## src/ks10MemPkg.sv

```systemverilog
`default_nettype none

package ks10MemPkg;

   //////////////////////////////////////////////////
   // Bus words
   //////////////////////////////////////////////////

   // One 36-bit backplane word, PDP-10 bit order 0:35
   typedef logic [0:35] busWord;

   // Physical word address, low 20 bits of busADDRI
   typedef logic [16:35] memAddr;

   // Flag and address layout of busADDRI
   typedef struct packed {
      logic [0:2]   rsvd0;     // Unused flags
      logic         read;      // Read cycle
      logic         rsvd4;
      logic         write;     // Write cycle
      logic [6:9]   rsvd6;
      logic         io;        // I/O cycle, not a memory access
      logic [11:15] rsvd11;
      memAddr       addr;
   } busAddrFields;

   // Same word, raw as on the bus or split into flags and address
   typedef union packed {
      busWord       raw;
      busAddrFields fields;
   } busAddrWord;

   //////////////////////////////////////////////////
   // Pipeline stage words
   //////////////////////////////////////////////////

   // Decoded request, stage 1 to stage 2
   typedef struct packed {
      logic   valid;           // Memory cycle that will be acked
      logic   read;
      logic   write;
      memAddr addr;
      busWord data;            // Write data
   } memOp;

   // Array result, stage 2 to stage 3
   typedef struct packed {
      logic   valid;
      logic   read;
      busWord data;            // Word read before any write
   } memResp;

endpackage

`default_nettype wire

```

## src/memResponse.sv

```systemverilog
`timescale 1ns/100ps
`default_nettype none

module memResponse (
   input  wire logic               clk,
   input  wire logic               clken,
   input  wire logic               rst,
   input  wire ks10MemPkg::memResp respMem,
   output logic                    busACKO,
   output ks10MemPkg::busWord      busDATAO
);

   //////////////////////////////////////////////////
   // Stage 3 bus reply
   //////////////////////////////////////////////////

   // Read data worth putting on the bus
   logic rdReturn;

   assign rdReturn = respMem.valid & respMem.read;

   // Ack is a one slot level per accepted request
   always_ff @(posedge clk) begin
      if (rst) begin
         busACKO <= 1'b0;
      end else if (clken) begin
         busACKO <= respMem.valid;
      end
   end

   // Data word changes only when a read comes back
   // Writes and unacked slots leave the last read word
   always_ff @(posedge clk) begin
      if (rst) begin
         busDATAO <= '0;
      end else if (clken && rdReturn) begin
         busDATAO <= respMem.data;
      end
   end

endmodule

`default_nettype wire

```

## config.mk

```make
export PLATFORM = sky130hd
export DESIGN_NAME = memResponse
export DESIGN_NICKNAME = d
export VERILOG_FILES = /design/src/ks10MemPkg.sv /design/src/memResponse.sv
export SDC_FILE = /design/constraint.sdc
export NUM_CORES = 1
export LEC_CHECK = 0
export BUFFER_PORTS_ARGS = -buffer_cell sky130_fd_sc_hd__buf_2
export CELL_PAD_IN_SITES_DETAIL_PLACEMENT = 1
export CELL_PAD_IN_SITES_GLOBAL_PLACEMENT = 1
export CORE_ASPECT_RATIO = 1.1
export CORE_MARGIN = 8
export CORE_UTILIZATION = 36
export CTS_CLUSTER_SIZE = 24
export DETAILED_ROUTE_END_ITERATION = 10
export GPL_TIMING_DRIVEN = 0
export MAX_ROUTING_LAYER = met4
export PLACE_DENSITY = 0.85
export REMOVE_ABC_BUFFERS = 1
export SLEW_MARGIN = 10
export SYNTH_ARGS = -nofsm -noshare
export SYNTH_HDL_FRONTEND = slang
export SYNTH_SLANG_ARGS = --single-unit
```

## constraint.sdc

```tcl
create_clock -name clk -period 1.3 [get_ports clk]
set_input_delay 0.325 -clock clk [delete_from_list [all_inputs] [get_ports clk]]
set_output_delay 0.325 -clock clk [all_outputs]
set_load 0.02 [all_outputs]
```

* Word-level counts from Yosys, hierarchy flattened
Index checks and enable logic that the tools add are counted.
Word-level totals: register bits 37, input bits 41, output and inout port bits 37, logic and storage cells 4
Operators by class: bitwise gates (word level) 1, reduce and logical (&&, ||, !) cells 1
Operators with widths (count):
- 1-bit bitwise AND | 1
- 1-bit logical AND | 1

* Longest topological paths before layout
depth in word-level cells 2, mapped depth 4, mapped depth without buffers 2

* Worst setup path after synthesis
OpenSTA, ideal clock, no wires.
kind in2reg, from input respMem[36] (netlist name), to register busDATAO[10], data arrival time 0.927 ns, data required time 1.228 ns, slack 0.302 ns, stages 4, cells stage by stage and3_4 -> buf_12 -> buf_12 -> mux2i_1
On the way: longest elaborated chain between the ends 2
RTL lines:
- start: declaration | RTL line memResponse.sv:8 | input wire ks10MemPkg::memResp respMem,
- 1-bit bitwise AND | RTL line memResponse.sv:20 | assign rdReturn = respMem.valid & respMem.read;
- 1-bit logical AND | RTL line memResponse.sv:36 | end else if (clken && rdReturn) begin
- end signal: assignment | RTL line memResponse.sv:37 | busDATAO <= respMem.data;
- end: declaration | RTL line memResponse.sv:10 | output ks10MemPkg::busWord busDATAO
No other way between the ends. A chain may end at the register's enable or synchronous reset.

* Final worst setup path
from register busDATAO[32], to output busDATAO[32]
No word-level cell between the ends.

==> results.md <==
- Syn. warnings: 0
- Clock skew after layout: 0 ns
- Clock root cell: clkbuf_8
- CTS H-tree lvls: 2
- Chip Height: 87.82 microns
- Synth Area in XOR/XNOR: 0%
- Synth top area share: 43.88%
- Initial antenna violation count: 0
- Worst-path cell chain: buf_2
- N_diodes: 0
- GRT Residual Overflow: 0
- Post-Route WL: 3785 microns
- Remaining antenna violation count after routing: 0
- Vias per inst: 4.469
- Fin crit period: 1.129 ns
- Gr usage total: 11.30%
- Register Area: 740.7 sq um
- Vias in the first global route: 1,443
- Hold-fix buffers, CTS: 0
- Mux share of post-synthesis cell area: 21.94%
- Largest net degree at the start of global routing: 74
- Dpl hpwl: 2780 microns
- I/O pin count: 78
- Slowest CP cell: dfxtp_1
- Power, Total: 2.286 mW
- Setup CP Type: reg -> out
- Post-Synth Adder-Cell Area: 0%
- CP Launch Type: flip-flop
- Crit. End Element: primary output
- Initial detailed-routing violation count: 30
- DR vias: 1,287
- Hold Slack: 0.2998 ns
- Placed cells: 281
- Share of post-route cells with drive strength above 1: 36.21%
- Placer congestion estimate: 0.6056
- Register area share after synthesis: 43.88%
- Post-Syn Instances: 160
- Post-Syn Area: 1688 sq um
- Final hold violation count: 0
- Number of core rows: 26
- Post_cts resized: 0
- Setup TNS: 0 ns
- Final Non-Filler Cells: 288
- Multi-input gate area: 835.8 sq um
- Hold Path Class: in -> reg
- Die X: 81.29 microns
- Filler cells: 561
- Slew HR: 45.05%
- Critical path arrival: 0.80 ns
- Die area: 7138 sq um
- Leakage power: 0.9526 nW
- Fin. max-slew vios: 0
- Highest ir drop seen on vdd: 0.4853 mV
- Crit path required time: 0.98 ns
- Max stage delay on crit path: 0.35 ns
- Largest family of logic cells by synthesized area: simple AND/OR/NAND/NOR gates
- Yosys top cell by area: dfxtp_1
- Fmax achieved: 0.8860 GHz
- Seq cells post-synth: 37
- Synth Area in Compound Gates: 0%
- Drt wl/cell: 13.14 microns
- Cell family with most CP delay: flip-flops
- Final period util: 86.82%
- Worst-path clk slew: 0.07 ns
- P per Cell Area: 1079 nW/um^2
- Initial core utilization: 36.80%
- Global-route wire length before repair: 6258 microns
- Core area: 4587 sq um
- Fin nets: 273
- DRC: 0
- Max clock buf depth: 2
- Clock Sinks: 37
- Buffers on Ports: 77
- Post-synthesis simple-gate area fraction: 27.58%
- WP buf/inv: 1
- Worst-Margin Slew: 0.8242 ns
- Outcome: finished clean
- Setup-failing EPs final: 0
- Unrepaired setup endpoints after global routing: false
- Area added between synthesis and finish: 25.50%
- Total CTS buffers: 5
- MaxCap Viol Count: 0
- Synthesized area per cell: 10.55 sq um
- CP max FO: 2
- Drt pass-1 iters: 4
- Distinct cells, synth: 8
- Skew-Pair Late Insertion Delay: 0.28 ns
- TritonCTS clock tree: done
- Post-CTS Setup Repair Bufs: 0
- Synth area leaders: dfxtp_1, nand2b_1, mux2i_1
-- where the power goes --
group | internal (mW) | total [mW] | switching (mW)
sequential | 1.17 | 1.19 | 0.0189
combinational | 0.151 | 0.305 | 0.154
clock | 0.420 | 0.788 | 0.367
-- synth_stat cells --
cell,instances
dfxtp_1,37
mux2i_1,37
buf_12,4
nand2b_1,72
nor2_1,1
buf_2,1
and3_4,1
clkbuf_1,7
-- metrics by stage --
stage          utilization (%)  setup WS (ns)  area, sq um
2_1_floorplan                -         0.1716         1577
3_3_place_gp             44.30        -0.1191         2032
3_5_place_dp             44.30        -0.1605         2032
4_1_cts                  46.18         0.1312         2118
5_1_grt                  46.18        0.03064         2118
6_report                 46.18         0.1713         2118
-- sequential cells by signal (all words and copies together), names as in the netlist --
name      flops
busDATAO     36
busACKO       1
-- routing by layer --
layer | global-route usage (%) | part of all wire, % | vias up
met1 | 12.73 | 44 | 585
met4 | 2.927 | 0.85 | 0
met5 | - | 0 | -
met3 | 4.517 | 8.2 | 4
met2 | 18.10 | 47 | 49
li1 | - | - | 649
-- final timing paths --
check                            start                   endpoint  slack, ns  cells after the start
max          busDATAO[32]$_SDFFE_PP0P_               busDATAO[32]       0.17                      1
min                        respMem[29]  busDATAO[29]$_SDFFE_PP0P_       0.30                      3
max reg2reg       busACKO$_SDFFE_PP0P_       busACKO$_SDFFE_PP0P_       0.68                      2
min reg2reg  busDATAO[15]$_SDFFE_PP0P_  busDATAO[15]$_SDFFE_PP0P_       0.47                      2
-- layout by cell type, fill, tap and decap left out --
cell and count:
nand2b_1 72, and3_4 1, mux2i_1 37, clkbuf_8 6, buf_2 77, dfxtp_1 37, clkbuf_1 1, nor2_1 1
-- final cells by class --
| cell class | instances | area share [%] |
|---|---|---|
| Multi-Input combinational cell | 111 | 39.46 |
| Timing Repair Buffer | 77 | 18.19 |
| Tap cell | 56 | 3.308 |
| Clock buffer | 7 | 4.076 |
| Sequential cell | 37 | 34.97 |
-- logic make-up (layout without fill, tap and decap cells) --
| family | count (synthesis) | in the layout |
|---|---|---|
| AND/OR/NAND/NOR | 74 | 74 |
| multiplexers | 37 | 37 |
| flip-flops | 37 | 37 |
| buffers and inverters | 12 | 84 |
Note: power is estimated with default switching activity, not from simulation.
