<file path="src/ks10MemPkg.sv">
`default_nettype none

package ks10MemPkg;

   //////////////////////////////////////////////////
   // Bus words
   //////////////////////////////////////////////////

   // One 36-bit backplane word, PDP-10 bit order 0:35
   typedef logic [0:35] busWord;

   // Physical word address, low 20 bits of busADDRI
   typedef logic [16:35] memAddr;

   // Flag and address layout of busADDRI
   typedef struct packed {
      logic [0:2]   rsvd0;     // Unused flags
      logic         read;      // Read cycle
      logic         rsvd4;
      logic         write;     // Write cycle
      logic [6:9]   rsvd6;
      logic         io;        // I/O cycle, not a memory access
      logic [11:15] rsvd11;
      memAddr       addr;
   } busAddrFields;

   // Same word, raw as on the bus or split into flags and address
   typedef union packed {
      busWord       raw;
      busAddrFields fields;
   } busAddrWord;

   //////////////////////////////////////////////////
   // Pipeline stage words
   //////////////////////////////////////////////////

   // Decoded request, stage 1 to stage 2
   typedef struct packed {
      logic   valid;           // Memory cycle that will be acked
      logic   read;
      logic   write;
      memAddr addr;
      busWord data;            // Write data
   } memOp;

   // Array result, stage 2 to stage 3
   typedef struct packed {
      logic   valid;
      logic   read;
      busWord data;            // Word read before any write
   } memResp;

endpackage

`default_nettype wire

</file>
<file path="src/memReqDecode.sv">
`timescale 1ns/100ps
`default_nettype none

module memReqDecode #(
   parameter int unsigned memWords = 32768
) (
   input  wire logic                   clk,
   input  wire logic                   clken,
   input  wire logic                   rst,
   input  wire logic                   busREQI,
   input  wire ks10MemPkg::busAddrWord busADDRI,
   input  wire ks10MemPkg::busWord     busDATAI,
   output ks10MemPkg::memOp            opDec
);

   //////////////////////////////////////////////////
   // Field decode of the address word
   //////////////////////////////////////////////////

   // Address and flags taken through the fields view
   ks10MemPkg::memAddr reqAddr;
   logic               reqRead;
   logic               reqWrite;
   logic               reqIO;

   // Range check and final accept
   logic               inRange;
   logic               reqValid;

   assign reqAddr  = busADDRI.fields.addr;
   assign reqRead  = busADDRI.fields.read;
   assign reqWrite = busADDRI.fields.write;
   assign reqIO    = busADDRI.fields.io;

   // Only the first memWords words exist
   assign inRange  = 32'(reqAddr) < memWords;

   // I/O cycles belong to the I/O bus, never to memory
   // Out of range addresses are left for nobody to ack
   assign reqValid = busREQI & ~reqIO & inRange;

   //////////////////////////////////////////////////
   // Stage 1 register
   //////////////////////////////////////////////////

   // Control bit
   logic               validQ;

   // Request payload
   logic               readQ;
   logic               writeQ;
   ks10MemPkg::memAddr addrQ;
   ks10MemPkg::busWord dataQ;

   // Valid cleared by reset, else follows accepted strobe
   always_ff @(posedge clk) begin
      if (rst) begin
         validQ <= 1'b0;
      end else if (clken) begin
         validQ <= reqValid;
      end
   end

   // Payload just rides along with valid
   always_ff @(posedge clk) begin
      if (clken) begin
         readQ  <= reqRead;
         writeQ <= reqWrite;
         addrQ  <= reqAddr;
         dataQ  <= busDATAI;
      end
   end

   // Both flags set is read-pause-write, handled by the array
   assign opDec = '{
      valid: validQ,
      read:  readQ,
      write: writeQ,
      addr:  addrQ,
      data:  dataQ
   };

endmodule

`default_nettype wire

</file>
<file path="config.mk">
export PLATFORM = sky130hd
export DESIGN_NAME = memReqDecode
export DESIGN_NICKNAME = d
export VERILOG_FILES = /design/src/ks10MemPkg.sv /design/src/memReqDecode.sv
export SDC_FILE = /design/constraint.sdc
export NUM_CORES = 1
export LEC_CHECK = 0
export BUFFER_PORTS_ARGS = -buffer_cell sky130_fd_sc_hd__buf_2
export CAP_MARGIN = 20
export CORE_ASPECT_RATIO = 1.4
export CORE_UTILIZATION = 35
export CTS_CLUSTER_DIAMETER = 120
export DETAILED_ROUTE_END_ITERATION = 8
export PLACE_DENSITY_LB_ADDON = 0.15
export SLEW_MARGIN = 10
export SYNTH_ARGS = -nofsm -noshare
export SYNTH_HDL_FRONTEND = slang
export SYNTH_SLANG_ARGS = --single-unit
</file>
<file path="constraint.sdc">
create_clock -name clk -period 0.9 [get_ports clk]
set_clock_uncertainty 0.05 [all_clocks]
set_input_delay 0.045 -clock clk [delete_from_list [all_inputs] [get_ports clk]]
set_output_delay 0.045 -clock clk [all_outputs]
set_load 0.05 [all_outputs]
</file>
Yosys cells after proc, flatten, opt, wreduce, memory -nomap -nowiden

Index checks and enable logic that the tools add are counted.

Bits in registers: 59
Input port bits: 76
Output and inout bits: 59
Logic and storage cells: 9

Order comparisons: 1
Bitwise operators: 3

Operators with widths:

| kind                 | number |
|---|---|
| $lt 20x16->1 const B | 1 |
| $and 1x1->1          | 2 |
| $not 1->1            | 1 |

Longest topological paths before layout

Depth in word-level cells: 3
Gate-level depth with buffers: 3
Depth with buffers taken out: 3

Worst setup path before layout

Ideal clock, no wire load.

Path kind: register to output
Start point: register dataQ[0]
End point: output opDec[0] (netlist bit)
Arrival: 0.601 ns
Data required time: 0.805 ns
Slack: 0.204 ns
Stages on the path, launching flop included: 1
Path through: edfxtp_1

RTL lines:

| element                | line               | text |
|---|---|---|
| from (decl)            | memReqDecode.sv:53 | `ks10MemPkg::busWord dataQ;` |
| from (signal assigned) | memReqDecode.sv:70 | `dataQ <= busDATAI;` |
| to (decl)              | memReqDecode.sv:13 | `output ks10MemPkg::memOp opDec` |

No word-level cell between the ends.

Worst setup path after layout

Start point: register dataQ[6]
End point: output opDec[6] (netlist bit)

No word-level cell between the ends.

==> parameters.txt <==
Parameter                              Value

Global routing
  First-pass GRT wire length ... 7231 um
  Number of global-route vias before repair ... 1,534
  Pin count of the biggest net entering global routing ... 45
  Antenna violations before repair ... 0
  Total gr overflow ... 0
  Total track usage ... 0.1848

Cells and area
  Layout area overhead ... 100.8%
  Non-filler instance count after layout ... 326
  Share of the core filled with cells in the final layout ... 0.7435
  Number of antenna repair diodes ... 0
  Final layout net count ... 333
  Share of post-route cells with drive strength above 1 ... 0.5382
  Filler cell count in the final layout ... 300

Clock network
  H-tree level count ... 3
  Clk slew on worst S/H paths ... 0.06 ns
  Count of clock tree sinks ... 59
  Worst-Skew Late Latency ... 0.32 ns
  Maximum clock path buffer count ... 2
  Number of CTS-inserted buffers ... 9
  TritonCTS clock tree ... built
  Root cell of the clock tree ... sky130_fd_sc_hd__clkbuf_8

Placed design
  Routability congestion estimate ... 0.7181
  Buffers added on ports ... 121
  Number of instances in the placed design ... 251

Worst hold path
  Class of the most critical hold timing path ... in -> reg

Drt
  Routed WL ... 4614 um
  Number of routed nets with antenna violations ... 0
  DR vias ... 1,388
  DRC errors left ... 0
  Initial DRC Count ... 29
  Number of detailed-routing iterations run before antenna repair ... 2
  Avg Vias per Cell ... 4.258
  Wire length per cell after detailed routing ... 14.15 um

Logic synthesis
  Cell count after synthesis ... 67
  Syn_nets ... 143
  Number of warnings printed during yosys synthesis ... 0
  Mean area per synthesized cell ... 27.17 um2
  Most area-hungry cell type in the Yosys netlist ... sky130_fd_sc_hd__edfxtp_1
  Cell variety after synth ... 8
  Number of storage elements in the synthesis netlist ... 59
  Biggest area contributors in the synthesized netlist ... sky130_fd_sc_hd__edfxtp_1 (96%), sky130_fd_sc_hd__buf_4 (1.2%), sky130_fd_sc_hd__dfxtp_1 (1.1%)
  Area share of the leading cell type in the synthesized netlist ... 0.9567
  Share of flip-flops with an asynchronous set or reset after synthesis ... 0
  Most common cell in the synthesized netlist ... sky130_fd_sc_hd__edfxtp_1
  Seq/Total Area, Yosys ... 0.9677
  Number of enable flip-flop cells after synthesis ... 58
  Post-synth top flop ... sky130_fd_sc_hd__edfxtp_1
  Post-Synthesis Cell Area ... 0.001820 mm2
  Most used standard cells in the synthesized netlist ... sky130_fd_sc_hd__edfxtp_1 (58), sky130_fd_sc_hd__buf_4 (3)

Power and ir drop
  Static leakage power ... 1.545 nW
  Worst IR drop on VDD ... 1339 uV
  Power per unit of standard cell area ... 1952 mW/mm2
  Design Power ... 7.136 mW

STA
  Min Tclk post-route ... 1.002 ns
  Hold_ws ... -0.1162 ns
  Slew HR ... 0.8496
  Share of the cycle needed by the critical path after routing ... 1.113
  Fin worst setup slack ... -0.1020 ns
  Actual slew at the worst max-slew pin ... 0.2255 ns
  Unrepaired setup endpoints after global routing ... true
  Achievable clock frequency ... 998.0 MHz
  Setup violation total in the final timing report ... 59
  Final max-slew violation count ... 0
  Total negative slack ... -3.826 ns
  Count of final hold-check violations ... 3

Setup path
  Critical-path cell with the highest stage delay ... sky130_fd_sc_hd__edfxtp_1
  WP data arrival ... 0.91 ns
  R2R Path Start ... validQ
  Capture point of the worst path ... opDec[6]
  Path depth of the worst reg2reg path ... 2
  Cell family contributing the most delay on the critical path ... flip-flops
  Maximum fanout encountered on the critical timing path ... 1
  Critical path launch point ... dataQ[6]
  Crit Reg-Reg Endpoint ... validQ
  Cell chain of the critical path ... buf_6
  Startpoint Class ... register
  Worst Path Class, Setup ... reg -> out
  Highest cell delay on the worst timing path ... 0.41 ns
  Worst endpoint required time ... 0.81 ns
  Worst R2R Setup Slack ... 0.26 ns
  Count of buffering cells on the critical path with inverters included ... 1
  Sort of element at the end of the critical path ... output port
  CP Depth ... 1

Die
  Initial Utilization ... 0.3702
  Core area ... 0.004917 mm2
  Num rows ... 30
  Die W ... 62.96 um
  Chip height ... 87.34 um
  Area of the die ... 0.005498 mm2
  Number of top-level pins ... 135

Job
  Number of maximum-capacitance constraint violations ... 0

Run status
  Result of the run ... finished with violations
  Violations in the final reports ... negative hold slack, negative setup slack
## power by group
group / internal, mW / total [mW] / switching, mW
registers: 3.26 / 3.37 / 0.102
clock network: 1.24 / 2.17 / 0.934
logic: 0.654 / 1.60 / 0.946
total: 5.15 / 7.14 / 1.98
## how the worst min path moves through the flow
stage	depth (start not counted)	slack, ns	startpoint	endpoint
6_report	1	-0.12	busADDRI[16]	addrQ[16]
3_3_place_gp	2	0.15	rst	validQ
3_5_place_dp	2	0.16	rst	validQ
5_1_grt	1	-0.13	busADDRI[16]	addrQ[16]
2_1_floorplan	1	0.06	rst	validQ
4_1_cts	4	-0.06	busADDRI[25]	validQ
## repair_timing
action	CTS	global route
endpoints found under the hold margin	59	5
gates resized for setup	120	4
pin swaps	0	4
setup endpoints to repair	59	60
hold buffers	59	2
setup buffers	0	0
## placed cells by master, fill, tap and decap left out, types with 2 or more instances in the layout
cell type / n
sky130_fd_sc_hd__buf_2: 64
sky130_fd_sc_hd__clkbuf_8: 9
sky130_fd_sc_hd__dlygate4sd3_1: 56
sky130_fd_sc_hd__edfxtp_1: 58
sky130_fd_sc_hd__clkinv_1: 3
sky130_fd_sc_hd__clkinv_2: 2
sky130_fd_sc_hd__buf_6: 58
## cell families (layout without fill, tap and decap cells)
family | Yosys count | in the layout | share of synthesized area
AOI/OAI and AO/OA | 1 | 1 | 0.002747
buffers and inverters | 3 | 198 | 0.01237
DFF | 59 | 59 | 0.9677
and+or+nand+nor | 4 | 4 | 0.01718
## registers in the layout (all words and copies together) (netlist names)
name	cells
validQ	1
readQ	1
addrQ	20
dataQ	36
writeQ	1
## final cells by class
type	count	area, um2	share of cell area
Sequential cell	59	1763	0.4822
Timing Repair Buffer	182	1589	0.4346
Clock buffer	9	123.9	0.03388
Tap cell	64	80.08	0.02190
Clock inverter	7	58.81	0.01608
Multi-Input combinational cell	5	41.29	0.01129
## worst reg2reg max path: stages, from the launching register on
cell and delay [ns]:
sky130_fd_sc_hd__dfxtp_2 0.34, sky130_fd_sc_hd__nand2b_1 0.05, sky130_fd_sc_hd__a21oi_1 0.12
## layer usage
layer	GRT usage	wire, um
met5	0	0
met2	0.3284	2585
met1	0.1777	1571
met4	0.1353	156
met3	0.05890	301
## through the flow
step	worst slack (ns)	instance area, um2
after global placement	0.1208	2511
after floorplan	0.2044	1821
after CTS	-0.1152	3659
final	-0.1020	3656
after detailed placement	0.1136	2511
after global routing	-0.1377	3656
Note: power is estimated with default switching activity, not from simulation.
